<file path="config.mk">
export PLATFORM = sky130hd
export DESIGN_NAME = core_timer
export DESIGN_NICKNAME = d
export VERILOG_FILES = /design/src/rtl/soc_pkg.sv /design/src/rtl/core_timer.sv
export SDC_FILE = /design/constraint.sdc
export NUM_CORES = 1
export LEC_CHECK = 0
export BUFFER_PORTS_ARGS = -buffer_cell sky130_fd_sc_hd__buf_2
export CORE_UTILIZATION = 45
export DETAILED_ROUTE_END_ITERATION = 16
export GPL_TIMING_DRIVEN = 0
export PLACE_DENSITY = 0.66
export RECOVER_POWER = 25
export SLEW_MARGIN = 25
export SYNTH_ARGS = -nofsm -noshare
export SYNTH_HDL_FRONTEND = slang
export SYNTH_SLANG_ARGS = --single-unit
</file>
<file path="constraint.sdc">
create_clock -name clk_main -period 4.9 [get_ports clk_main]
set_input_delay 0.735 -clock clk_main [delete_from_list [all_inputs] [get_ports clk_main]]
set_output_delay 0.735 -clock clk_main [all_outputs]
set_load 0.01 [all_outputs]
</file>
<file path="src/rtl/soc_pkg.sv">
/*
 * shared bus types for the system-bus fabric
 * request and response structs, target and arbiter enums,
 * address windows and register offsets of the MMIO targets
 */
package soc_pkg;

	// host request, 66 bits
	typedef struct packed {
		logic [31:0] addr;
		logic [31:0] wdata;
		logic        we;
		logic        rd;
	} bus_req_t;

	// target response, 33 bits
	typedef struct packed {
		logic [31:0] rdata;
		logic        ready;
	} bus_rsp_t;

	typedef enum logic [1:0] {
		TGT_NONE,
		TGT_RAM,
		TGT_GPIO,
		TGT_TIMER
	} target_e;

	typedef enum logic [1:0] {
		ARB_IDLE,
		ARB_HOST0,
		ARB_HOST1
	} arb_state_e;

	// address windows
	localparam logic [31:0] RAM_BASE   = 32'h2000_0000;
	localparam logic [31:0] GPIO_BASE  = 32'h9200_0000;
	localparam logic [31:0] TIMER_BASE = 32'h9300_0000;
	localparam logic [31:0] MMIO_SPAN  = 32'h0000_0100;

	// gpio registers
	localparam logic [7:0] GPIO_INPUTS  = 8'h00;
	localparam logic [7:0] GPIO_LEDS    = 8'h04;
	localparam logic [7:0] GPIO_IRQ_CLR = 8'h08;

	// timer registers
	localparam logic [7:0] TIMER_MTIME    = 8'h00;
	localparam logic [7:0] TIMER_MTIMECMP = 8'h04;
	localparam logic [7:0] TIMER_MSIP     = 8'h08;

endpackage
</file>
<file path="src/rtl/core_timer.sv">
/*
 * core-local timer
 * prescaled mtime, writable mtimecmp and msip,
 * timer and software interrupt pending lines
 */
module core_timer #(
	parameter int timer_div = 4
) (
	input  logic               clk_main,
	input  logic               rst_n,
	input  soc_pkg::bus_req_t  bus_req,
	output soc_pkg::bus_rsp_t  bus_rsp,
	output logic               tip,
	output logic               sip
);

	localparam int DW = $clog2(timer_div + 1);

	logic [DW-1:0] div_cnt;
	logic          tick;
	logic [31:0]   mtime;
	logic [31:0]   mtimecmp;
	logic          msip;
	logic [31:0]   rdata_q;
	logic          ready_q;

	assign tick = (div_cnt == DW'(timer_div - 1));

	always_ff @(posedge clk_main or negedge rst_n) begin
		if (!rst_n) begin
			div_cnt  <= '0;
			mtime    <= '0;
			mtimecmp <= '1;
			msip     <= 1'b0;
			ready_q  <= 1'b0;
		end else begin
			div_cnt <= tick ? '0 : div_cnt + 1'b1;
			// mtime is read only from the bus
			if (tick)
				mtime <= mtime + 32'd1;
			if (bus_req.we) begin
				case (bus_req.addr[7:0])
					soc_pkg::TIMER_MTIMECMP: mtimecmp <= bus_req.wdata;
					soc_pkg::TIMER_MSIP:     msip     <= bus_req.wdata[0];
					default: ;
				endcase
			end
			ready_q <= bus_req.rd | bus_req.we;
		end
	end

	always_ff @(posedge clk_main) begin
		if (bus_req.rd) begin
			case (bus_req.addr[7:0])
				soc_pkg::TIMER_MTIME:    rdata_q <= mtime;
				soc_pkg::TIMER_MTIMECMP: rdata_q <= mtimecmp;
				soc_pkg::TIMER_MSIP:     rdata_q <= {31'd0, msip};
				default:                 rdata_q <= 32'd0;
			endcase
		end
	end

	assign tip     = (mtime >= mtimecmp);
	assign sip     = msip;
	assign bus_rsp = '{rdata: rdata_q, ready: ready_q};

	// writes aimed at mtime leave only the prescaler step
	a_mtime_ro: assert property (@(posedge clk_main) disable iff (!rst_n)
		(bus_req.we && bus_req.addr[7:0] == soc_pkg::TIMER_MTIME)
		|=> mtime == $past(mtime) + 32'($past(tick)));

endmodule

</file>
==> results of run 1 <==
## placed cells by master, fill, tap and decap left out, drive strengths merged, types with 5 or more instances in the layout
master,count
ha,34
a21oi,10
dfrtp,37
inv,42
xor2,9
mux2,34
edfxtp,32
clkbuf,14
buf,85
a22o,31
nand4,12
nor3,6
nor2,17
and4,5
xnor2,22
nand2,18
dfstp,32
nand3,14
## stage by stage
stage | cell area (um^2) | hold WS, ps | std cells
2_1_floorplan | 4950 | 410 | 392
3_3_place_gp | 5510 | 418 | 606
3_5_place_dp | 5540 | 425 | 607
4_1_cts | 5720 | 256 | 623
5_1_grt | 5700 | 457 | 623
6_report | 5700 | 437 | 623
## routing by layer
layer,vias to the layer above,routed length [um]
met4,0,216
met3,17,469
met2,75,4770
li1,1593,-
met1,1588,4640
met5,-,0
## worst max-delay path by stage
stage,to,slack [ps]
floorplan,tip,2260
global placement,tip,1850
detailed placement,tip,1820
CTS,tip,1380
global route,mtime[29]$_DFFE_PN0P_,640
finish,mtime[22]$_DFFE_PN0P_,1350
## flip-flops by register name (all words and copies together) (netlist names)
signal	cells
sip	1
div_cnt	3
rdata_q	32
mtimecmp	32
mtime	32
ready_q	1
## power groups by stage
| stage | Combinational [mW] | Clock, mW | Sequential (mW) |
|---|---|---|---|
| 2_1_floorplan | 0.0452 | 0 | 0.933 |
| 3_3_place_gp | 0.107 | 0 | 0.930 |
| 3_5_place_dp | 0.114 | 0 | 0.931 |
| 4_1_cts | 0.115 | 0.515 | 0.915 |
| 5_1_grt | 0.125 | 0.542 | 0.918 |
| 6_report | 0.109 | 0.497 | 0.915 |
## kinds of logic after synthesis
group	share of synthesized area, %
AND/OR/NAND/NOR	10.2
flip-flops	55.1
buffers and inverters	3.94
adder cells (fa/ha/maj)	8.59
XOR/XNOR	5.48
multiplexers	7.93
AO/OA/AOI/OAI	8.82
## layout make-up
cell class              instances  area, um^2
well taps                     136         170
repair buffers                 79         393
fillers                       929        4810
plain buffers                  11        56.3
clock inverters                 7        56.3
flip-flops and latches        101        2730
multi-input cells             243        2030
inverters                      37         139
clock buffers                   9         124
==> results list, run 1 <==
- Status: finished, violations left
* Failing checks: capacitance limit, slew limit
- WP depth: 2
- Placement row count: 37
- For the final routed database, the setup TNS stands at 0 ps.
* DIE AREA: 11400 um^2
- The worst register-to-register path has a setup slack of 2830 ps.
* DIE HEIGHT: 107 um
- Maximum clock skew at final layout: 13.6 ps
- Fmax achieved: 282 MHz
- In this run the worst setup path begins at rst_n.
- Asr flop ratio synth: 68.3%
* Number of stages on the worst hold path: 1
- Most used DFF post-synth: dfrtp_1
- Number of different library cells in the post-synthesis netlist: 45
- Global placer's final weighted congestion: 0.813
* Total half-perimeter wirelength after legalization and detailed placement: 7.17 mm
- The detailed router finished its first iteration with 83 violations.
* Cell breakdown of the critical path: clkbuf_1 -> clkbuf_1
- Required time of the critical path: 4870 ps
- Share of layout cells above drive strength 1: 30.4%
- H-tree lvl count: 3
- Counting I/O delays and the setup requirement, the final critical path takes 3550 ps.
- TritonCTS created 9 clock buffers.
- The share of the Yosys chip area taken by registers is 55.1%.
- Number of cells produced by synthesis: 392
- Buffer count from post-CTS setup fixing: 0
- DRC violations left: 0
- The count of buffers added on input and output ports is 78.
- Effective utilization at floorplan: 47.1%
- Logic depth of the worst register-to-register path: 6
- After global routing the overflow that remains totals 0.
- For hold timing, the worst endpoint is div_cnt[0]$_DFF_PN0_.
* Max-cap check violation count: 1
- Aggregate global-route resource usage: 19.1%
- After detailed routing, the number of vias per cell comes to 5.25.
* Final wirelength: 10.1 mm
- Post-synthesis to final-layout area growth: 15.0%
* Number of nets still failing antenna checks after routing: 0
- Chip width: 107 um
* First-pass GRT wire length: 16.3 mm
- The worst register-to-register path begins at mtime[1]$_DFFE_PN0P_.
- TritonCTS built the clock tree.
- The layer flagged by global routing as most heavily used is met2.
- Count of yosys warnings during synthesis: 0
- Comb pwr share: 7.2%
- Power consumption: 1.52 mW
* Number of buffers between clock root and the deepest sink: 2
- Global routing consumed, on the met3 layer, 4.56% of the routing resources.
* Met2 Use GR: 30.4%
- Dominant cells by area after synthesis: edfxtp_1, dfrtp_1, dfstp_2, ha_1, mux2_1
- VDD IR-drop max: 0.132 mV
* Hold-fix buffers, CTS: 0
- Net switching is 25.0% of the power.
- The cell that appears most often on the critical path is clkbuf_1.
* Area share of the largest cell type after synthesis: 19.4%
- The commonest cells after synthesis are dfrtp_1, inv_1, ha_1, dfstp_2, edfxtp_1.
- Root buffer cell: clkbuf_8
- In this design, the stage delay of the slowest critical-path cell is 1870 ps.
- In this run the worst hold path is classified as flip-flop to flip-flop.
* Pre-CTS setup slack: 1820 ps
- Worst-Skew Late Latency: 380 ps
- Net count of the finished layout: 584
- P per Cell Area: 267 nW/um^2
- In this run, synthesis produced a sequential element count of 101.
- Maximum number of pins on one net before global-route repair: 48
* CTS sink cnt: 101
- Worst setup path class: input port to asynchronous set/reset pin
- Buffers & Inverters on Critical Path: 2
* Worst slew margin relative to its limit: -68.8%
* Wirelength per Cell: 16.2 um
- Clock network power share: 32.7%
- Period Utilization, post-route: 72.5%
- Worst path setup slack after routing: 1350 ps
* Sw power: 0.380 mW
- Leakage power: 2.57 nW
- RSZ-0062 raised after global routing: no
- The number of antenna diodes in the final layout is 0.
* Number of top-level design ports: 103
- Averaged over all synthesized cells, the footprint is 12.6 um^2.
- For this block, the via count after detailed routing is 3273.
- Post-synth design cell area: 4950 um^2
* Setup violations, final: 0
* Total count of max-transition violations in the final report: 48
* CP endpoint kind: asynchronous set/reset pin
- Internal power comes to 1.14 mW.
- The number of antenna violations at the first check in global routing came to 0.
* Arrival @ worst endpoint: 3520 ps
* Register share of total power: 60.1%
- Capture instance of the worst register-to-register path: mtime[28]$_DFFE_PN0P_
* Worst-path fanout max: 47
* Final count of hold timing violations: 0
- Cell type contributing the most total cell area after synthesis: edfxtp_1
- Yosys mapped a number of flops with a built-in enable equal to 32.
- # resized after CTS: 0
* Startpoint of the tightest hold check path: div_cnt[0]$_DFF_PN0_
* End-of-flow core utilization: 54.2%
- Slowest cell on the critical path: clkbuf_1
- Worst slew pin tran: 2530 ps
- Syn nets: 494
- Grouping stages by cell kind, the critical path spends the most delay in buffers and inverters.
- In the global route stage, met1 resource usage came out at 25.1%.
- Clk slew on worst S/H paths: 110 ps
* Number of global-route vias before repair: 3326
- DRT Pass-1 Iters: 4
* Type of element launching the critical path: input port
* Std-Cell Core Area: 10500 um^2
No activity file was read; power rests on OpenSTA's default activity.
==> run 2: changes to the inputs <==
PLACE_DENSITY = 0.68   (was 0.66)
clock period = 3.05 ns   (was 4.9 ns; I/O delays follow)
==> run 2 against run 1 <==
The run still ends with capacitance limit, slew limit left. Final area is 2.1% higher. Critical path depth is 5 higher. Die area stayed put. Worst hold slack got worse by 150 ps. Clock skew increased by 3.5 ps. Cell count rose by 0.16%. Core utilization up 1.1 points. Flip-flop and latch count unchanged. Clock power increased by 89%. Largest power group unchanged.
==> results list, run 2 (synthesis gave the netlist of run 1 again) <==
* H-tree lvl count: 3 (unchanged)
* Placement row count: 37 (unchanged)
- Worst slew margin relative to its limit: -25.6% (was -68.8%)
- DIE AREA: 11400 um^2 (unchanged)
- The number of antenna violations at the first check in global routing is 0 (unchanged).
- Root buffer cell: clkbuf_8 (unchanged)
- The detailed-placement wirelength estimate is 7.12 mm (was 7.17 mm).
- Biggest registers after layout: mtime: 32 flops, mtimecmp: 32 flops, rdata_q: 32 flops (unchanged)
- The count of final max-slew check failures was 34 (was 48).
- Highest-count cells in the layout ignoring fill and taps: buf_2, inv_1, dfrtp_1 (unchanged)
- The reg-to-reg setup timing slack was 1000 ps (was 2830 ps).
* Post-route setup TNS: 0 ps (unchanged)
- The routability-driven placement congestion ratio is 0.816 (was 0.813).
- The setup-violating endpoint count in the final report was 0 (unchanged).
* DIE HEIGHT: 107 um (unchanged)
* Slowest cell on the critical path: dfstp_2 (was clkbuf_1)
* TritonCTS clock tree: yes (unchanged)
- Net count of the finished layout: 585 (was 584)
* Fmax achieved: 346 MHz
* Clk slew on worst S/H paths: 100 ps (was 110 ps)
- Effective utilization at floorplan: 47.1% (unchanged)
- Delay of the slowest cell on the worst path: 550 ps (was 1870 ps)
* Share of layout cells above drive strength 1: 30.7% (was 30.4%)
- Area of the multi-input gates: 2070 um^2 (was 2030 um^2)
* Via total after detailed routing: 3248 (was 3273)
- The endpoint with the worst hold slack is mtimecmp[23]$_DFFE_PN1P_ (was div_cnt[0]$_DFF_PN0_).
- Number of nets still failing antenna checks after routing: 0 (unchanged)
- Number of global-route vias before repair: 3425 (was 3326)
- The terminus of the critical flop-to-flop path is mtime[28]$_DFFE_PN0P_ (unchanged).
- Remaining global-route overflow: 0 (unchanged)
- The DRC violation total after the first TritonRoute iteration was 133 (was 83).
- Detail-routed via count per cell: 5.21 (was 5.25)
- Aggregate global-route resource usage: 19.3% (was 19.1%)
- In the finished design, the share of the clock period the worst path needs comes to 94.7%.
- Startpoint of the most critical register-to-register path: mtime[1]$_DFFE_PN0P_ (unchanged)
- Final count of hold timing violations: 0 (unchanged)
- Logic depth of the worst register-to-register path: 6 (unchanged)
* Diode count: 0 (unchanged)
- CP endpoint kind: primary output (was asynchronous set/reset pin)
- Worst-Skew Late Latency: 380 ps (about the same)
* Final wirelength: 10.0 mm (was 10.1 mm)
- Number of top-level design ports: 103 (unchanged)
* Leakage power: 2.61 nW (was 2.57 nW)
- DRC violations left: 0 (unchanged)
- Wirelength per Cell: 16.0 um (was 16.2 um)
* Number of buffers between clock root and the deepest sink: 2 (unchanged)
- The pin slew with the least headroom to its limit is 1880 ps (was 2530 ps).
- P per Cell Area: 445 nW/um^2 (was 267 nW/um^2)
- The worst voltage drop across the vdd grid came to 0.259 mV (was 0.132 mV).
- Status: finished, violations left (unchanged)
- The cell area after placement is 5540 um^2 (unchanged).
- The total iterations of the first detailed-routing run came to 4 (unchanged).
- The count of filler cells inserted in the layout came to 899 (was 929).
* RSZ-0062 raised after global routing: no (unchanged)
* Maximum clock skew at final layout: 17.1 ps (was 13.6 ps)
- Inserted Clock Buffers: 9 (unchanged)
- The CTS sink count is 101 (unchanged).
- Min Tclk post-route: 2890 ps
- First-pass GRT wire length: 16.7 mm (was 16.3 mm)
* End-of-flow core utilization: 55.3% (was 54.2%)
* Arrival @ worst endpoint: 2430 ps (was 3520 ps)
- Failing checks: capacitance limit, slew limit (unchanged)
- The die width came to 107 um (unchanged).
- Classification of the worst-slack hold path: input port to flip-flop (was flip-flop to flip-flop)
* Number of stages on the worst hold path: 2 (was 1)
* Startpoint of the tightest hold check path: bus_req[25] (was div_cnt[0]$_DFF_PN0_)
* Std-Cell Core Area: 10500 um^2 (unchanged)
* Area taken by flip-flops and latches: 2730 um^2 (unchanged)
- The post-route standard cell area excluding fillers is 5820 um^2 (was 5700 um^2).
* Post-synthesis to final-layout area growth: 17.4% (was 15.0%)
* Power consumption: 2.59 mW (was 1.52 mW)
* Max-cap check violation count: 1 (unchanged)
- The maximum number of pins on one net before global-route repair came to 47 (was 48).
- Worst setup path class: flip-flop to primary output (was input port to asynchronous set/reset pin)
* Cell breakdown of the critical path: inv_1 -> ha_1 -> and4_1 -> a221o_1 -> a2111oi_4 -> o21ai_1 -> buf_2 (was clkbuf_1 -> clkbuf_1)
- Worst-path fanout max: 3 (was 47)
* Required time of the critical path: 2590 ps (was 4870 ps)
- The startpoint type of the worst setup path is a flip-flop (was input port).
* Buffer count from post-CTS setup fixing: 0 (unchanged)
- Number of port buffers: 78 (unchanged)
- Leading cell type in the layout, fill and taps excluded: buf_2 (unchanged)
## run 2: cell types whose count changed in the layout (fill, tap and decap cells not counted), sizes merged
| cell | before | now |
|---|---|---|
| inv | 42 | 37 |
| clkbuf | 14 | 17 |
| clkinv | 0 | 2 |
| bufinv | 0 | 1 |
| clkinvlp | 2 | 1 |
| dlygate4sd3 | 0 | 1 |
## run 2: final cells by class
cell class	instances	share of cell area (%)
timing repair buffer	80	7.31
clock buffer	12	3.06
multi-input combinational	243	35.6
clock inverter	4	0.882
inverter	37	2.39
buffer	11	0.968
tap	136	2.93
sequential	101	46.9
## run 2: layer usage
layer  up-vias  share of wire [%]  global-route usage, %
met1      1587                 47                   26.2
met4         0                1.6                   6.26
met2        60                 47                   30.9
met3        12                3.9                   4.26
li1       1589                  -                      -
met5         -                  0                      0
## run 2: stage by stage
stage	cells	hold WS (ps)	worst slack [ps]
after floorplan	392	162	690
after global placement	606	418	280
after detailed placement	607	399	291
after CTS	624	272	19.5
after global routing	624	276	3.54
final	624	284	163
## run 2: timing repair
action | CTS | global route
pin swaps | 0 | 4
hold endpoints to repair | 8 | 0
setup endpoints to repair | 1 | 1
resized for setup | 3 | 5
hold buffers | 1 | 0
## run 2: worst max-delay path: cells and delay by family, from the launching register on
kind,cells,cell delay (ps)
DFF,1,550
adders and majority gates,1,280
AOI/OAI and AO/OA,3,810
buffers and inverters,2,190
and+or+nand+nor,1,220
## run 2: power breakdown
group	total, mW	leakage (nW)	switching (mW)	internal (mW)
Combinational	0.183	1.34	0.102	0.0809
Sequential	1.47	1.16	0.0208	1.45
Clock	0.937	0.113	0.457	0.479
Total	2.59	2.61	0.580	2.01
## run 2: how the worst max path moves through the flow
stage                                        start   to  slack [ps]
after floorplan           mtimecmp[19]$_DFFE_PN1P_  tip         690
after global placement    mtimecmp[17]$_DFFE_PN1P_  tip         280
after detailed placement  mtimecmp[19]$_DFFE_PN1P_  tip         290
after CTS                 mtimecmp[19]$_DFFE_PN1P_  tip          20
after global routing      mtimecmp[22]$_DFFE_PN1P_  tip           4
final                     mtimecmp[23]$_DFFE_PN1P_  tip         160
==> run 3: changes to the inputs <==
==> constraint.sdc (replaced) <==
create_clock -name clk_main -period 3.05 [get_ports clk_main]
set_input_delay 0.1525 -clock clk_main [delete_from_list [all_inputs] [get_ports clk_main]]
set_output_delay 0.1525 -clock clk_main [all_outputs]
set_load 0.01 [all_outputs]
==> run 3 against run 2 <==
The run still ends with capacitance limit, slew limit left. Largest cell class unchanged. First-iteration DRC count shrank 22%. Critical path type unchanged. Critical endpoint unchanged. Critical path depth rose by 1. Register-to-register slack barely moved. Largest power group unchanged.
==> results list, run 3 (synthesis gave the netlist of run 1 again) <==
- Final wirelength: 9.98 mm (was 10.0 mm)
* Slowest cell on the critical path: dfstp_2 (unchanged)
- Maximum clock skew at final layout: 14.4 ps (was 17.1 ps)
- DRT Pass-1 Iters: 4 (unchanged)
* Detail-routed via count per cell: 5.12 (was 5.21)
- Cell breakdown of the critical path: inv_1 -> ha_1 -> a21oi_1 -> o21ai_0 -> a221o_1 -> a2111oi_2 -> o21ai_0 -> buf_2 (was inv_1 -> ha_1 -> and4_1 -> a221o_1 -> a2111oi_4 -> o21ai_1 -> buf_2)
- The overall via count from detail_route was 3340 (was 3248).
- The post-route clock period utilization came to 90.0% (was 94.7%).
* Setup violations, final: 0 (unchanged)
* Leakage power: 2.72 nW (was 2.61 nW)
* Max-cap check violation count: 1 (unchanged)
- The routability-driven placement congestion ratio was 0.816 (unchanged).
- Total half-perimeter wirelength after legalization and detailed placement: 7.12 mm (unchanged)
- Initial antenna violation count: 0 (unchanged)
- The net switching fraction of the power came to 22.1% (was 22.4%).
- Beginning of the critical path: mtimecmp[19]$_DFFE_PN1P_ (was mtimecmp[23]$_DFFE_PN1P_)
- The total global-route track usage came to 19.5% (was 19.3%).
- DIE AREA: 11400 um^2 (unchanged)
- The maximum number of pins on one net before global-route repair was 47 (unchanged).
* Sw power: 0.575 mW (was 0.580 mW)
- Placed insts: 607 (unchanged)
- The synthesis-to-finish area growth was 22.0% (was 17.4%).
- The detail-routed net length per standard cell came to 15.3 um (was 16.0 um).
- The clock tree from TritonCTS was yes (unchanged).
- Register share of total power: 56.5% (was 56.8%)
- CP endpoint kind: primary output (unchanged)
- The number of non-filler instances in the completed layout was 652 (was 624).
* Number of port buffers: 78 (unchanged)
* DRC violations left: 0 (unchanged)
- Net count of the finished layout: 613 (was 585)
- The power density over cell area came to 431 nW/um^2 (was 445 nW/um^2).
- Clk slew on worst S/H paths: 90 ps (was 100 ps)
* Status: finished, violations left (unchanged)
* Delay of the slowest cell on the worst path: 550 ps (about the same)
* Clock network power share: 35.8% (was 36.2%)
* Worst setup path class: flip-flop to primary output (unchanged)
- The sum of negative setup slack is 0 ps (unchanged).
- Worst-path fanout max: 3 (unchanged)
- Type of element launching the critical path: flip-flop (unchanged)
- The die width was 107 um (unchanged).
- Highest-count cells in the layout ignoring fill and taps: buf_2, inv_1, dfrtp_1 (unchanged)
* Share of layout cells above drive strength 1: 28.7% (was 30.7%)
* Comb pwr share: 7.8% (was 7.1%)
* Classification of the worst-slack hold path: input port to flip-flop (unchanged)
- The standard cell core area was 10500 um^2 (unchanged).
* Most frequent cell on the critical path: o21ai_0
* Final count of hold timing violations: 0 (unchanged)
- The headroom to the max-slew limit is -25.7% (was -25.6%).
* VDD IR-drop max: 0.262 mV (was 0.259 mV)
- The number of top-level pins came to 103 (unchanged).
- The worst path setup slack after routing is 305 ps (was 163 ps).
- Inserted Clock Buffers: 9 (unchanged)
- Worst slew pin tran: 1890 ps (was 1880 ps)
* DIE HEIGHT: 107 um (unchanged)
* Number of global-route vias before repair: 3484 (was 3425)
- Startpoint of the tightest hold check path: bus_req[17] (was bus_req[25])
- Required time of the critical path: 2900 ps (was 2590 ps)
* Internal Dissipation: 2.03 mW (was 2.01 mW)
- First-pass GRT wire length: 16.9 mm (was 16.7 mm)
- Arrival @ worst endpoint: 2590 ps (was 2430 ps)
* CTS sink cnt: 101 (unchanged)
- Number of buffers between clock root and the deepest sink: 2 (unchanged)
- H-tree lvl count: 3 (unchanged)
* Min Tclk post-route: 2750 ps (was 2890 ps)
- Total count of max-transition violations in the final report: 34 (unchanged)
- The post-placement setup slack is 596 ps (was 291 ps).
- The upper clock frequency limit is 364 MHz (was 346 MHz).
- The startpoint of the most critical register-to-register path is mtime[1]$_DFFE_PN0P_ (unchanged).
* Root buffer cell: clkbuf_8 (unchanged)
- Placement row count: 37 (unchanged)
* Failing checks: capacitance limit, slew limit (unchanged)
- Remaining global-route overflow: 0 (unchanged)
- Worst-Skew Late Latency: 370 ps (was 380 ps)
- Biggest registers after layout: mtime: 32 flops, mtimecmp: 32 flops, rdata_q: 32 flops (unchanged).
* Initial DRC count: 104 (was 133)
* Diode count: 0 (unchanged)
- Effective utilization at floorplan: 47.1% (unchanged)
- The post-route antenna net violation count came to 0 (unchanged).
- Leading cell type in the layout, fill and taps excluded: buf_2 (unchanged)
* RSZ-0062 raised after global routing: no (unchanged)
-- run 3: cell count changes in the layout (fill, tap and decap cells not counted), sizes merged --
cell | before | now
dlygate4sd3 | 1 | 29
buf | 85 | 84
clkbuf | 17 | 18
-- run 3: power groups by stage --
stage	registers, mW	logic, mW	clock network (mW)
6_report	1.47	0.202	0.931
5_1_grt	1.48	0.233	1.00
4_1_cts	1.47	0.210	0.958
3_5_place_dp	1.50	0.180	0
3_3_place_gp	1.50	0.171	0
2_1_floorplan	1.50	0.0726	0
-- run 3: metal layers --
layer | vias up | track usage (%) | part of all wire, %
li1 | 1644 | - | -
met1 | 1623 | 26.2 | 46
met2 | 63 | 31.7 | 48
met3 | 10 | 4.56 | 4.3
met4 | 0 | 5.68 | 1.2
met5 | - | 0 | 0
-- run 3: what timing repair did --
action                                  in CTS  in global routing
endpoints found under the setup margin       0                  1
gates resized for setup                      0                  2
setup buffers                                0                  0
hold buffers                                29                  0
hold endpoints to repair                    51                  0
-- run 3: area by class of cell --
type                            count  area, um^2
Buffer                             11        56.3
Clock buffer                       12         178
Clock inverter                      4        51.3
Fill cell                         891        4470
Inverter                           37         139
Multi-Input combinational cell    243        2040
Sequential cell                   101        2730
Tap cell                          136         170
Timing Repair Buffer              108         683
-- run 3: final timing paths --
path / to / slack, ps / cells past startpoint
worst max-delay path: tip / 300 / 8
worst min-delay path: mtimecmp[15]$_DFFE_PN1P_ / 10 / 2
worst max register to register: mtime[28]$_DFFE_PN0P_ / 1010 / 6
worst min register to register: div_cnt[0]$_DFF_PN0_ / 440 / 1
max in group asynchronous: mtime[3]$_DFFE_PN0P_ / 700 / 3
min in group asynchronous: mtime[20]$_DFFE_PN0P_ / 600 / 2
-- run 3: per-stage QoR --
stage	instance area (um^2)	hold slack (ps)	power, mW	utilization, %
6_report	6040	14.2	2.60	57.5
5_1_grt	6040	10.2	2.71	57.5
4_1_cts	6060	3.61	2.64	57.7
3_5_place_dp	5540	94.4	1.68	52.8
3_3_place_gp	5510	366	1.67	52.5
2_1_floorplan	4950	-143	1.57	-
-- run 3: worst max-delay path, delay by kind of cell (launching register included) --
family	cells	cell delay, ps
flip-flops	1	550
adder cells (fa/ha/maj)	1	300
buffers and inverters	2	200
AO/OA/AOI/OAI	5	1170
